**src/hdl/spmm_pkg.sv**
```systemverilog
`default_nettype none

package spmm_pkg;

  // Datapath widths
  localparam int DATA_WIDTH     = 8;
  localparam int NUM_FEATURE_IN = 64;
  localparam int COL_IDX_WIDTH  = $clog2(NUM_FEATURE_IN);
  // One extra bit so a full row length still fits
  localparam int ROW_LEN_WIDTH  = COL_IDX_WIDTH + 1;
  localparam int NUM_NODE_WIDTH = 8;
  localparam int ACC_WIDTH      = 24;
  localparam int WH_DATA_WIDTH  = 12;
  localparam int ROW_IDX_WIDTH  = 14;

  // Saturation limits of the output word
  localparam int WH_MAX = (2 ** (WH_DATA_WIDTH - 1)) - 1;
  localparam int WH_MIN = -(2 ** (WH_DATA_WIDTH - 1));

  typedef logic signed [DATA_WIDTH-1:0] data_t;
  typedef logic [COL_IDX_WIDTH-1:0]     col_idx_t;
  typedef logic [ROW_LEN_WIDTH-1:0]     row_len_t;
  typedef logic [NUM_NODE_WIDTH-1:0]    num_node_t;
  typedef logic signed [ACC_WIDTH-1:0]  acc_t;
  typedef logic signed [WH_DATA_WIDTH-1:0] wh_t;
  typedef logic [ROW_IDX_WIDTH-1:0]     row_idx_t;

  // Row decoder states
  typedef enum logic [0:0] {
    IDLE = 1'b0,
    ROW  = 1'b1
  } decode_state_t;

endpackage

`default_nettype wire

```
**src/hdl/spmm_nz_if.sv**
```systemverilog
`timescale 1ns/100ps
`default_nettype none

// One decoded nonzero beat with the header fields of its row
interface spmm_nz_if;

  logic                 vld;
  spmm_pkg::col_idx_t   col_idx;
  spmm_pkg::data_t      val;
  logic                 first;
  logic                 last;
  spmm_pkg::num_node_t  num_node;
  logic                 src_flag;

  modport decode (
    output vld, col_idx, val, first, last, num_node, src_flag
  );

  modport pe (
    input vld, col_idx, val, first, last, num_node, src_flag
  );

endinterface

`default_nettype wire

```
**src/hdl/spmm_pe.sv**
```systemverilog
`timescale 1ns/100ps
`default_nettype none

module spmm_pe (
  input  logic                clk,
  input  logic                rst_n,
  spmm_nz_if.pe               nz,
  output spmm_pkg::col_idx_t  wgt_addr_o,
  input  spmm_pkg::data_t     wgt_data_i,
  output logic                sum_vld_o,
  output spmm_pkg::acc_t      sum_o,
  output spmm_pkg::num_node_t num_node_o,
  output logic                src_flag_o
);

  logic                vld_d;
  spmm_pkg::data_t     val_d;
  logic                first_d;
  logic                last_d;
  spmm_pkg::num_node_t num_node_d;
  logic                src_flag_d;
  spmm_pkg::acc_t      prod;
  spmm_pkg::acc_t      acc_nxt;
  spmm_pkg::acc_t      acc_q;

  // Weight lookup straight from the beat
  assign wgt_addr_o = nz.col_idx;

  // Beat delayed to line up with the returned weight
  always_ff @(posedge clk or negedge rst_n) begin
    if (!rst_n) begin
      vld_d <= 1'b0;
    end else begin
      vld_d <= nz.vld;
    end
  end

  always_ff @(posedge clk) begin
    val_d      <= nz.val;
    first_d    <= nz.first;
    last_d     <= nz.last;
    num_node_d <= nz.num_node;
    src_flag_d <= nz.src_flag;
  end

  // Signed product sign extended to the accumulator width
  assign prod    = val_d * wgt_data_i;
  // A first beat restarts the sum
  assign acc_nxt = first_d ? prod : (acc_q + prod);

  always_ff @(posedge clk) begin
    if (vld_d) begin
      acc_q <= acc_nxt;
    end
  end

  always_ff @(posedge clk or negedge rst_n) begin
    if (!rst_n) begin
      sum_vld_o <= 1'b0;
    end else begin
      sum_vld_o <= vld_d && last_d;
    end
  end

  // Header fields follow the closing beat of the row
  always_ff @(posedge clk) begin
    if (vld_d && last_d) begin
      num_node_o <= num_node_d;
      src_flag_o <= src_flag_d;
    end
  end

  assign sum_o = acc_q;

endmodule

`default_nettype wire

```
**src/hdl/spmm_row_decode.sv**
```systemverilog
`timescale 1ns/100ps
`default_nettype none

module spmm_row_decode (
  input  logic                clk,
  input  logic                rst_n,
  input  logic                row_vld_i,
  input  spmm_pkg::row_len_t  row_len_i,
  input  spmm_pkg::num_node_t num_node_i,
  input  logic                src_flag_i,
  input  logic                nz_vld_i,
  input  spmm_pkg::col_idx_t  col_idx_i,
  input  spmm_pkg::data_t     val_i,
  output logic                pe_rdy_o,
  spmm_nz_if.decode           nz
);

  spmm_pkg::decode_state_t state_q;
  spmm_pkg::row_len_t      row_len_q;
  spmm_pkg::row_len_t      nz_cnt_q;
  spmm_pkg::num_node_t     num_node_q;
  logic                    src_flag_q;
  logic                    nz_take;
  logic                    nz_last;

  assign pe_rdy_o = (state_q == spmm_pkg::IDLE);
  assign nz_take  = (state_q == spmm_pkg::ROW) && nz_vld_i;
  // Final nonzero of the latched row
  assign nz_last  = ((nz_cnt_q + spmm_pkg::row_len_t'(1)) == row_len_q);

  always_ff @(posedge clk or negedge rst_n) begin
    if (!rst_n) begin
      state_q  <= spmm_pkg::IDLE;
      nz_cnt_q <= '0;
      nz.vld   <= 1'b0;
    end else begin
      nz.vld <= nz_take;
      case (state_q)
        spmm_pkg::IDLE: begin
          if (row_vld_i) begin
            state_q  <= spmm_pkg::ROW;
            nz_cnt_q <= '0;
          end
        end
        spmm_pkg::ROW: begin
          if (nz_vld_i) begin
            nz_cnt_q <= nz_cnt_q + spmm_pkg::row_len_t'(1);
            if (nz_last) begin
              state_q <= spmm_pkg::IDLE;
            end
          end
        end
        default: state_q <= spmm_pkg::IDLE;
      endcase
    end
  end

  // Header fields held for the whole row
  always_ff @(posedge clk) begin
    if (pe_rdy_o && row_vld_i) begin
      row_len_q  <= row_len_i;
      num_node_q <= num_node_i;
      src_flag_q <= src_flag_i;
    end
  end

  // Beat payload
  always_ff @(posedge clk) begin
    if (nz_take) begin
      nz.col_idx  <= col_idx_i;
      nz.val      <= val_i;
      nz.first    <= (nz_cnt_q == '0);
      nz.last     <= nz_last;
      nz.num_node <= num_node_q;
      nz.src_flag <= src_flag_q;
    end
  end

endmodule

`default_nettype wire

```
**src/hdl/spmm_row_result.sv**
```systemverilog
`timescale 1ns/100ps
`default_nettype none

module spmm_row_result (
  input  logic                clk,
  input  logic                rst_n,
  input  logic                sum_vld_i,
  input  spmm_pkg::acc_t      sum_i,
  input  spmm_pkg::num_node_t num_node_i,
  input  logic                src_flag_i,
  output logic                res_vld_o,
  output spmm_pkg::wh_t       res_o,
  output spmm_pkg::row_idx_t  row_idx_o,
  output spmm_pkg::num_node_t num_node_o,
  output logic                src_flag_o
);

  spmm_pkg::wh_t      sum_sat;
  spmm_pkg::row_idx_t row_cnt_q;

  // Clamp the wide sum into the output range
  always_comb begin
    if (sum_i > spmm_pkg::WH_MAX) begin
      sum_sat = spmm_pkg::wh_t'(spmm_pkg::WH_MAX);
    end else if (sum_i < spmm_pkg::WH_MIN) begin
      sum_sat = spmm_pkg::wh_t'(spmm_pkg::WH_MIN);
    end else begin
      sum_sat = spmm_pkg::wh_t'(sum_i);
    end
  end

  always_ff @(posedge clk or negedge rst_n) begin
    if (!rst_n) begin
      res_vld_o  <= 1'b0;
      res_o      <= '0;
      row_idx_o  <= '0;
      num_node_o <= '0;
      src_flag_o <= 1'b0;
      row_cnt_q  <= '0;
    end else begin
      res_vld_o <= sum_vld_i;
      if (sum_vld_i) begin
        res_o      <= sum_sat;
        num_node_o <= num_node_i;
        src_flag_o <= src_flag_i;
        // Index is the number of rows finished before this one
        row_idx_o  <= row_cnt_q;
        row_cnt_q  <= row_cnt_q + spmm_pkg::row_idx_t'(1);
      end
    end
  end

endmodule

`default_nettype wire

```
**src/hdl/spmm_top.sv**
```systemverilog
`timescale 1ns/100ps
`default_nettype none

module spmm_top (
  input  logic                clk,
  input  logic                rst_n,
  input  logic                wgt_we_i,
  input  spmm_pkg::col_idx_t  wgt_addr_i,
  input  spmm_pkg::data_t     wgt_data_i,
  input  logic                row_vld_i,
  input  spmm_pkg::row_len_t  row_len_i,
  input  spmm_pkg::num_node_t num_node_i,
  input  logic                src_flag_i,
  input  logic                nz_vld_i,
  input  spmm_pkg::col_idx_t  col_idx_i,
  input  spmm_pkg::data_t     val_i,
  output logic                pe_rdy_o,
  output logic                res_vld_o,
  output spmm_pkg::wh_t       res_o,
  output spmm_pkg::row_idx_t  row_idx_o,
  output spmm_pkg::num_node_t num_node_o,
  output logic                src_flag_o
);

  spmm_pkg::col_idx_t  wgt_raddr;
  spmm_pkg::data_t     wgt_rdata;
  logic                sum_vld;
  spmm_pkg::acc_t      sum;
  spmm_pkg::num_node_t sum_num_node;
  logic                sum_src_flag;

  // Decoded nonzero beats
  spmm_nz_if nz ();

  spmm_row_decode spmm_row_decode_i (
    .clk        (clk),
    .rst_n      (rst_n),
    .row_vld_i  (row_vld_i),
    .row_len_i  (row_len_i),
    .num_node_i (num_node_i),
    .src_flag_i (src_flag_i),
    .nz_vld_i   (nz_vld_i),
    .col_idx_i  (col_idx_i),
    .val_i      (val_i),
    .pe_rdy_o   (pe_rdy_o),
    .nz         (nz.decode)
  );

  spmm_weight_mem spmm_weight_mem_i (
    .clk     (clk),
    .we_i    (wgt_we_i),
    .waddr_i (wgt_addr_i),
    .wdata_i (wgt_data_i),
    .raddr_i (wgt_raddr),
    .rdata_o (wgt_rdata)
  );

  spmm_pe spmm_pe_i (
    .clk        (clk),
    .rst_n      (rst_n),
    .nz         (nz.pe),
    .wgt_addr_o (wgt_raddr),
    .wgt_data_i (wgt_rdata),
    .sum_vld_o  (sum_vld),
    .sum_o      (sum),
    .num_node_o (sum_num_node),
    .src_flag_o (sum_src_flag)
  );

  spmm_row_result spmm_row_result_i (
    .clk        (clk),
    .rst_n      (rst_n),
    .sum_vld_i  (sum_vld),
    .sum_i      (sum),
    .num_node_i (sum_num_node),
    .src_flag_i (sum_src_flag),
    .res_vld_o  (res_vld_o),
    .res_o      (res_o),
    .row_idx_o  (row_idx_o),
    .num_node_o (num_node_o),
    .src_flag_o (src_flag_o)
  );

endmodule

`default_nettype wire

```
**src/hdl/spmm_weight_mem.sv**
```systemverilog
`timescale 1ns/100ps
`default_nettype none

module spmm_weight_mem (
  input  logic               clk,
  input  logic               we_i,
  input  spmm_pkg::col_idx_t waddr_i,
  input  spmm_pkg::data_t    wdata_i,
  input  spmm_pkg::col_idx_t raddr_i,
  output spmm_pkg::data_t    rdata_o
);

  // One W column with one signed weight per input feature
  spmm_pkg::data_t mem [spmm_pkg::NUM_FEATURE_IN];

  // Host load port
  always_ff @(posedge clk) begin
    if (we_i) begin
      mem[waddr_i] <= wdata_i;
    end
  end

  // Registered read so the weight returns one cycle after the address
  always_ff @(posedge clk) begin
    rdata_o <= mem[raddr_i];
  end

endmodule

`default_nettype wire

```
**config.mk**
```make
export PLATFORM = sky130hd
export DESIGN_NAME = spmm_top
export DESIGN_NICKNAME = d
export VERILOG_FILES = /design/src/hdl/spmm_pkg.sv /design/src/hdl/spmm_nz_if.sv /design/src/hdl/spmm_pe.sv /design/src/hdl/spmm_row_decode.sv /design/src/hdl/spmm_row_result.sv /design/src/hdl/spmm_top.sv /design/src/hdl/spmm_weight_mem.sv
export SDC_FILE = /design/constraint.sdc
export NUM_CORES = 1
export LEC_CHECK = 0
export BUFFER_PORTS_ARGS = -buffer_cell sky130_fd_sc_hd__buf_4
export CORE_ASPECT_RATIO = 1.5
export CORE_MARGIN = 4
export CORE_UTILIZATION = 25
export CTS_CLUSTER_DIAMETER = 100
export DETAILED_ROUTE_END_ITERATION = 12
export GPL_TIMING_DRIVEN = 1
export HOLD_SLACK_MARGIN = 0.05
export PLACE_DENSITY = 0.38
export SYNTH_ARGS = -nofsm -noshare
export SYNTH_HDL_FRONTEND = slang
export SYNTH_SLANG_ARGS = --single-unit
```
**constraint.sdc**
```tcl
create_clock -name clk -period 9.05 [get_ports clk]
set_input_delay 1.3575 -clock clk [delete_from_list [all_inputs] [get_ports clk]]
set_output_delay 1.3575 -clock clk [all_outputs]
set_load 0.05 [all_outputs]
```
# After elaboration in Yosys (flattened, before gate mapping)
# Memories as Yosys holds them, arrays and structs flattened. A register that Yosys moved wholly into a read port is not among the register bits.
# Index checks and enable logic that the tools add are counted.
# word_totals
input_bits,49
output_inout_bits,37
memories,1
word_cells,56
ff_bits,154
ramBits,512
# op_classes
n_lt_le_gt_ge,2
n_reduce_logical,5
addsub,3
mux,12
multipliers,1
n_eq_ne,3
bitwise,1
# mem_list
memory,words,width,read_ports,rd_clocked_by_memory_dff,wr,line,source
spmm_weight_mem_i.mem,64,8,1,1,1,spmm_weight_mem.sv:14,spmm_pkg::data_t mem [spmm_pkg::NUM_FEATURE_IN];
# ops
op,count
$add A24 B16 Y24,1
$gt A24 B12 Y1 const B,1
$lt A24 B12 Y1 const B,1
$mux W12,2
$mux W24,1
$mul A8 B8 Y16,1
$add A14 B1 Y14 const B,1
$mux W7,2
$pmux W7 S2,1
$add A7 B1 Y7 const B,1
$eq A7 B7 Y1,1
$logic_not A7 Y1,1
$mux W1,5
$ne A2 B2 Y1 const B,2
$logic_and A1 B1 Y1,3
$pmux W1 S2,1
$reduce_and A2 Y1,1
$not A1 Y1,1

# Logic depth before layout (Yosys ltp)
# depth
ltp_word,5
mapped_depth,24
ltp_nobuf,24

# Cells and area by module
# Synthesis repeated with hierarchy kept, for this count alone.
# unflattened
hier_cells,1751
area_unflattened_um2,29424.5
# modules_own_cells
module,cells_per_inst,seq_area_each_um2,n_inst,area_each_um2
spmm_weight_mem,940,15534.9,1,20166.8
spmm_pe,546,1421.4,1,5398.9
spmm_row_result,160,1251.2,1,2031.9
spmm_row_decode,105,1456.4,1,1826.8

# Worst setup path after synthesis
# OpenSTA, ideal clock, no wires.
# synth_path
path_type,register to register
startpoint,register spmm_weight_mem_i.rdata_o[7] (read register of spmm_weight_mem_i.mem)
endpoint,"register spmm_pe_i.acc_q[22], in the netlist spmm_pe_i.sum_o[22], data pin"
path_slack_ns,2.564
synth_period_minus_slack_ns,6.486
t_required_ns,8.915
arrival_time_ns,6.351
path_buffers,0
setup_time_ns,0.135
path_stages_with_launch,23
cell_sequence,dfxtp_1 nor2b_1 fa_1 fa_1 fa_1 inv_1 fa_1 inv_1 ha_1 o21ai_0 a21oi_1 and2_1 nand4_1 and3_1 nor3_1 ha_1 nand3_1 nor2_1 a211o_1 a2bb2oi_1 a221o_1 or4_1 nand3_1
# synth_between
elab_chain_cells,3
# synth_lines
element,line,source
start: declaration,spmm_weight_mem.sv:10,output spmm_pkg::data_t rdata_o
$mul A8 B8 Y16 (*),spmm_pe.sv:47,assign prod = val_d * wgt_data_i;
$add A24 B16 Y24,spmm_pe.sv:49,assign acc_nxt = first_d ? prod : (acc_q + prod);
$mux W24 (*),spmm_pe.sv:49,
net spmm_pe_i.acc_nxt[22],spmm_pe.sv:23,spmm_pkg::acc_t acc_nxt;
end signal: assignment,spmm_pe.sv:53,acc_q <= acc_nxt;
end: declaration,spmm_pe.sv:24,spmm_pkg::acc_t acc_q;
# The timed path passes the listed nets; every way through them passes the cells marked *.
# A chain may end at the register's enable or synchronous reset.

# Worst setup path in the final report
# Ends and elaborated chain as after synthesis.

==> reports/qor.yml <==
status: "finished, final reports clean"
netlist_area_mm2: 0.0291
cts_max_path_buffers: 3
fin_setup_tns_ns: 0
synth-main-ff-cell: "edfxtp_1"
fin_worst_skew_ns: 0.0226
cp_cell_sequence: "nand2b_1 > fa_1 > fa_1 > inv_1 > fa_1 > inv_1 > fa_1 > inv_1 > ha_1 > inv_1 > o21ai_0 > a21oi_1 > o21ai_0 > o41ai_1 > xnor2_1 > ha_1 > a21o_1 > a21o_1 > a21o_1 > a2bb2oi_1 > a221o_1 > or4_1 > nand3_1"
regArea_mm2: 0.0197
avgViaCountPerCell: 4.34
swShare_pct: 39.3
netlist-cell-type-count: 60
ctsResizeCount: 0
hold_path_class: "reg2reg"
core_area_mm2: 0.116
grt_pass1_wl_um: 111000
synth_nets: 1799
utilization_pct: 29.4
max_slew_margin_pct: 28.8
holdPathStages: 0
power.density_mw_per_mm2: 408
cts_sinks: 674
cts-buffers-inserted: 74
dpl.hpwl_um: 49000
drive_gt1_share_pct: 22.7
worst_slew_pin_slew_ns: 1.07
gr-usage-all-layers_pct: 12.5
ys_seq_elements: 674
root_buffer: "clkbuf_16"
wirelength_um: 75400
worstHoldStart: "spmm_row_decode_i.nz.num_node[2]$_DFFE_PP_"
slowest_delay_ns: 0.54
boundaryPins: 86
syn-instance-count: 1637
yosys-top-cells-area: "edfxtp_1 (61%), mux4_2 (13%), dfrtp_1 (5.3%), fa_1 (3.9%), ha_1 (2.5%)"
ff2ff_setup_slack_ns: 2.45
clkTransAtPathRegs_ns: 0.06
p_clk_share_pct: 22.0
rsz0062_at_grt: "false"
reg2regPathDepth: 23
place.gp.congestion: 0.748
cp_max_fo: 9
first_global_vias: 16100
cts_max_level: 3
synth_edf_count: 586
antenna_found_initial: 3
fin_crit_ns: 6.60
path_class: "reg2reg"
min_to: "spmm_pe_i.num_node_d[2]$_DFF_P_"
die_h_um: 426
grt_overflow: 0
synth-async-reset-ratio_pct: 9.05
port_buffers: 85
cp-start-kind: "register"
worstPathRequired_ns: 9.53
max-cap-violations: 0
cp-end-kind: "register"
dp_cells: 3230
drt-wirelength-per-cell_um: 22.4
reg2reg_from: "spmm_weight_mem_i.rdata_o[7]$_DFF_P_"
hold_buffers: 0
clk_latency_ns: 0.64
cts_tree: "yes"
die_x_um: 286
netlist.area_leader.share_pct: 60.5
p_sw_w: 0.00546
power_frac_seq_pct: 28.0
arrival_ns: 7.08
multi_input_area_mm2: 0.00878
drtAntennaViolNets: 0
crit_buf_inv: 4
fp-row-count: 153
critPathTopFamily: "adder cells"
drt_iter0_markers: 838
start_util_pct: 25.1
p_int_w: 0.00841
final_cell_count_no_fill: 3368
yosysWarnings: 0
final_nets: 1918
yosysSeqAreaShare_pct: 67.6
grt_max_degree: 129
via_count: 14600
vdd_ir_drop_max_mv: 0.512
yosys.area.top_type: "edfxtp_1"
drcViolationCount: 0
cpMaxStageDelayCell: "fa_1"
num-fill-cells: 11500
slew_violations: 0
p_comb_share_pct: 50.0
post-cts-setup-buffers: 0
avgSynthCellArea_um2: 17.8
p_leak_nw: 11.6
fin_crit_sh_pct: 72.9
syn2layout_area_growth_pct: 16.9
first_pass_iters: 5
die_area_mm2: 0.122
setup_viol: 0
r2r_end: "spmm_pe_i.sum_o[22]$_DFFE_PP_"
hold_violations: 0
fmax_ghz: 0.152
==> cell usage in the layout (no fill, tap or decap), types with 11 or more instances in the layout <==
master	netlist	routed
a21oi_1	30	30
dfxtp_1	27	27
inv_1	104	103
clkinv_2	0	14
clkbuf_16	0	74
dfrtp_1	61	61
a21o_1	13	13
xnor2_1	28	28
mux4_2	168	168
nor2b_1	17	16
o22ai_1	14	14
ha_1	57	57
buf_4	3	98
and2_1	47	47
o21ai_0	32	32
clkbuf_1	31	11
mux2_2	29	29
edfxtp_1	586	586
nand3_1	20	20
clkinv_1	0	15
nand2_1	52	52
xor2_1	23	23
fa_1	56	56
nor2_1	107	107
==> cell families (layout without fill, tap and decap cells) <==
kind of cell | after synthesis | count (layout) | synth area share (%)
fa+ha+maj | 113 | 113 | 6.31
flops | 674 | 674 | 67.6
compound gates | 141 | 141 | 3.14
xor+xnor | 51 | 51 | 1.54
other cells | 0 | 2 | 0
simple gates | 297 | 297 | 4.96
mux | 200 | 200 | 14.2
buf+inv | 161 | 340 | 2.16
==> cells in the mapped netlist (2+ instances only) <==
cell type,n
o2111a_1,2
nand2b_1,6
edfxtp_1,586
mux2i_1,3
o211ai_1,7
nor2b_1,17
mux2_2,29
a211o_1,3
a211oi_1,2
and2_1,47
or3_1,3
nor3b_1,2
buf_1,11
buf_2,11
dfrtp_1,61
a21oi_1,30
or4_1,2
fa_1,56
nand4_1,10
nor3_1,11
o21ai_0,32
o21a_1,6
mux4_2,168
nand3_1,20
ha_1,57
o21bai_1,3
o31ai_1,7
dfxtp_1,27
a31oi_1,5
nor4_1,5
inv_1,104
xnor2_1,28
nand2_1,52
xor2_1,23
a21boi_0,4
buf_4,3
clkbuf_1,31
and3_1,7
a21o_1,13
nor2_1,107
o22ai_1,14
nand3b_1,2
a221o_1,3
==> cell type report <==
| class | instances | area share, % |
|---|---|---|
| sequential | 674 | 57.8 |
| tap | 1550 | 5.71 |
| inverter | 105 | 1.16 |
| multi-input combinational | 802 | 25.8 |
| antenna | 2 | 0.0147 |
| clock inverter | 47 | 1.48 |
| clock buffer | 89 | 5.73 |
| timing repair buffer | 99 | 2.22 |
==> power by group through the flow <==
| stage | combinational, W | clock, W | sequential, W |
|---|---|---|---|
| finish | 0.00693 | 0.00305 | 0.00388 |
| global route | 0.00791 | 0.00329 | 0.00391 |
| CTS | 0.00702 | 0.00317 | 0.00389 |
| detailed placement | 0.00697 | 0 | 0.00395 |
| global placement | 0.00704 | 0 | 0.00395 |
| floorplan | 0.00522 | 0 | 0.00406 |
==> metrics by stage <==
step	area, um^2	setup slack, ns	hold WS [ns]	power (W)
6_report	34000	2.45	0.334	0.0139
5_1_grt	34000	1.94	0.346	0.0151
4_1_cts	34000	2.45	0.341	0.0141
3_5_place_dp	31500	2.50	0.329	0.0109
3_3_place_gp	31500	2.51	0.325	0.0110
2_1_floorplan	29100	2.56	0.323	0.00928
==> sequential cells by signal, indices dropped and copies added, names as in the netlist, 6 cells and up <==
signal                         count
spmm_row_result_i.num_node_o       8
spmm_row_result_i.res_o           12
spmm_weight_mem_i.mem            512
spmm_row_result_i.row_idx_o       14
spmm_row_decode_i.row_len_q        7
spmm_row_decode_i.nz.val           8
spmm_pe_i.num_node_d               8
spmm_pe_i.sum_o                   24
spmm_row_decode_i.nz_cnt_q         7
spmm_pe_i.val_d                    8
spmm_row_decode_i.num_node_q       8
spmm_pe_i.num_node_o               8
spmm_row_result_i.row_cnt_q       14
spmm_weight_mem_i.rdata_o          8
spmm_row_decode_i.nz.num_node      8
spmm_row_decode_i.nz.col_idx       6
==> routing by layer <==
metal / GRT usage (%) / vias to the layer above / wire, um
met5: 0 / - / 11
met4: 4.22 / 2 / 1870
met3: 2.35 / 95 / 3550
met2: 22.9 / 334 / 40100
met1: 14.5 / 7614 / 29800
li1: - / 6579 / -
==> worst max-delay path by stage <==
stage / from / to / slack (ns) / cells past startpoint
after floorplan: spmm_weight_mem_i.rdata_o[7]$_DFF_P_ / spmm_pe_i.sum_o[22]$_DFFE_PP_ / 2.56 / 22
after global placement: spmm_weight_mem_i.rdata_o[7]$_DFF_P_ / spmm_pe_i.sum_o[22]$_DFFE_PP_ / 2.51 / 23
after detailed placement: spmm_weight_mem_i.rdata_o[7]$_DFF_P_ / spmm_pe_i.sum_o[22]$_DFFE_PP_ / 2.50 / 23
after CTS: spmm_weight_mem_i.rdata_o[7]$_DFF_P_ / spmm_pe_i.sum_o[22]$_DFFE_PP_ / 2.45 / 23
after global routing: spmm_weight_mem_i.rdata_o[7]$_DFF_P_ / spmm_pe_i.sum_o[22]$_DFFE_PP_ / 1.94 / 23
final: spmm_weight_mem_i.rdata_o[7]$_DFF_P_ / spmm_pe_i.sum_o[22]$_DFFE_PP_ / 2.45 / 23
(Power assumes the default switching activity.)
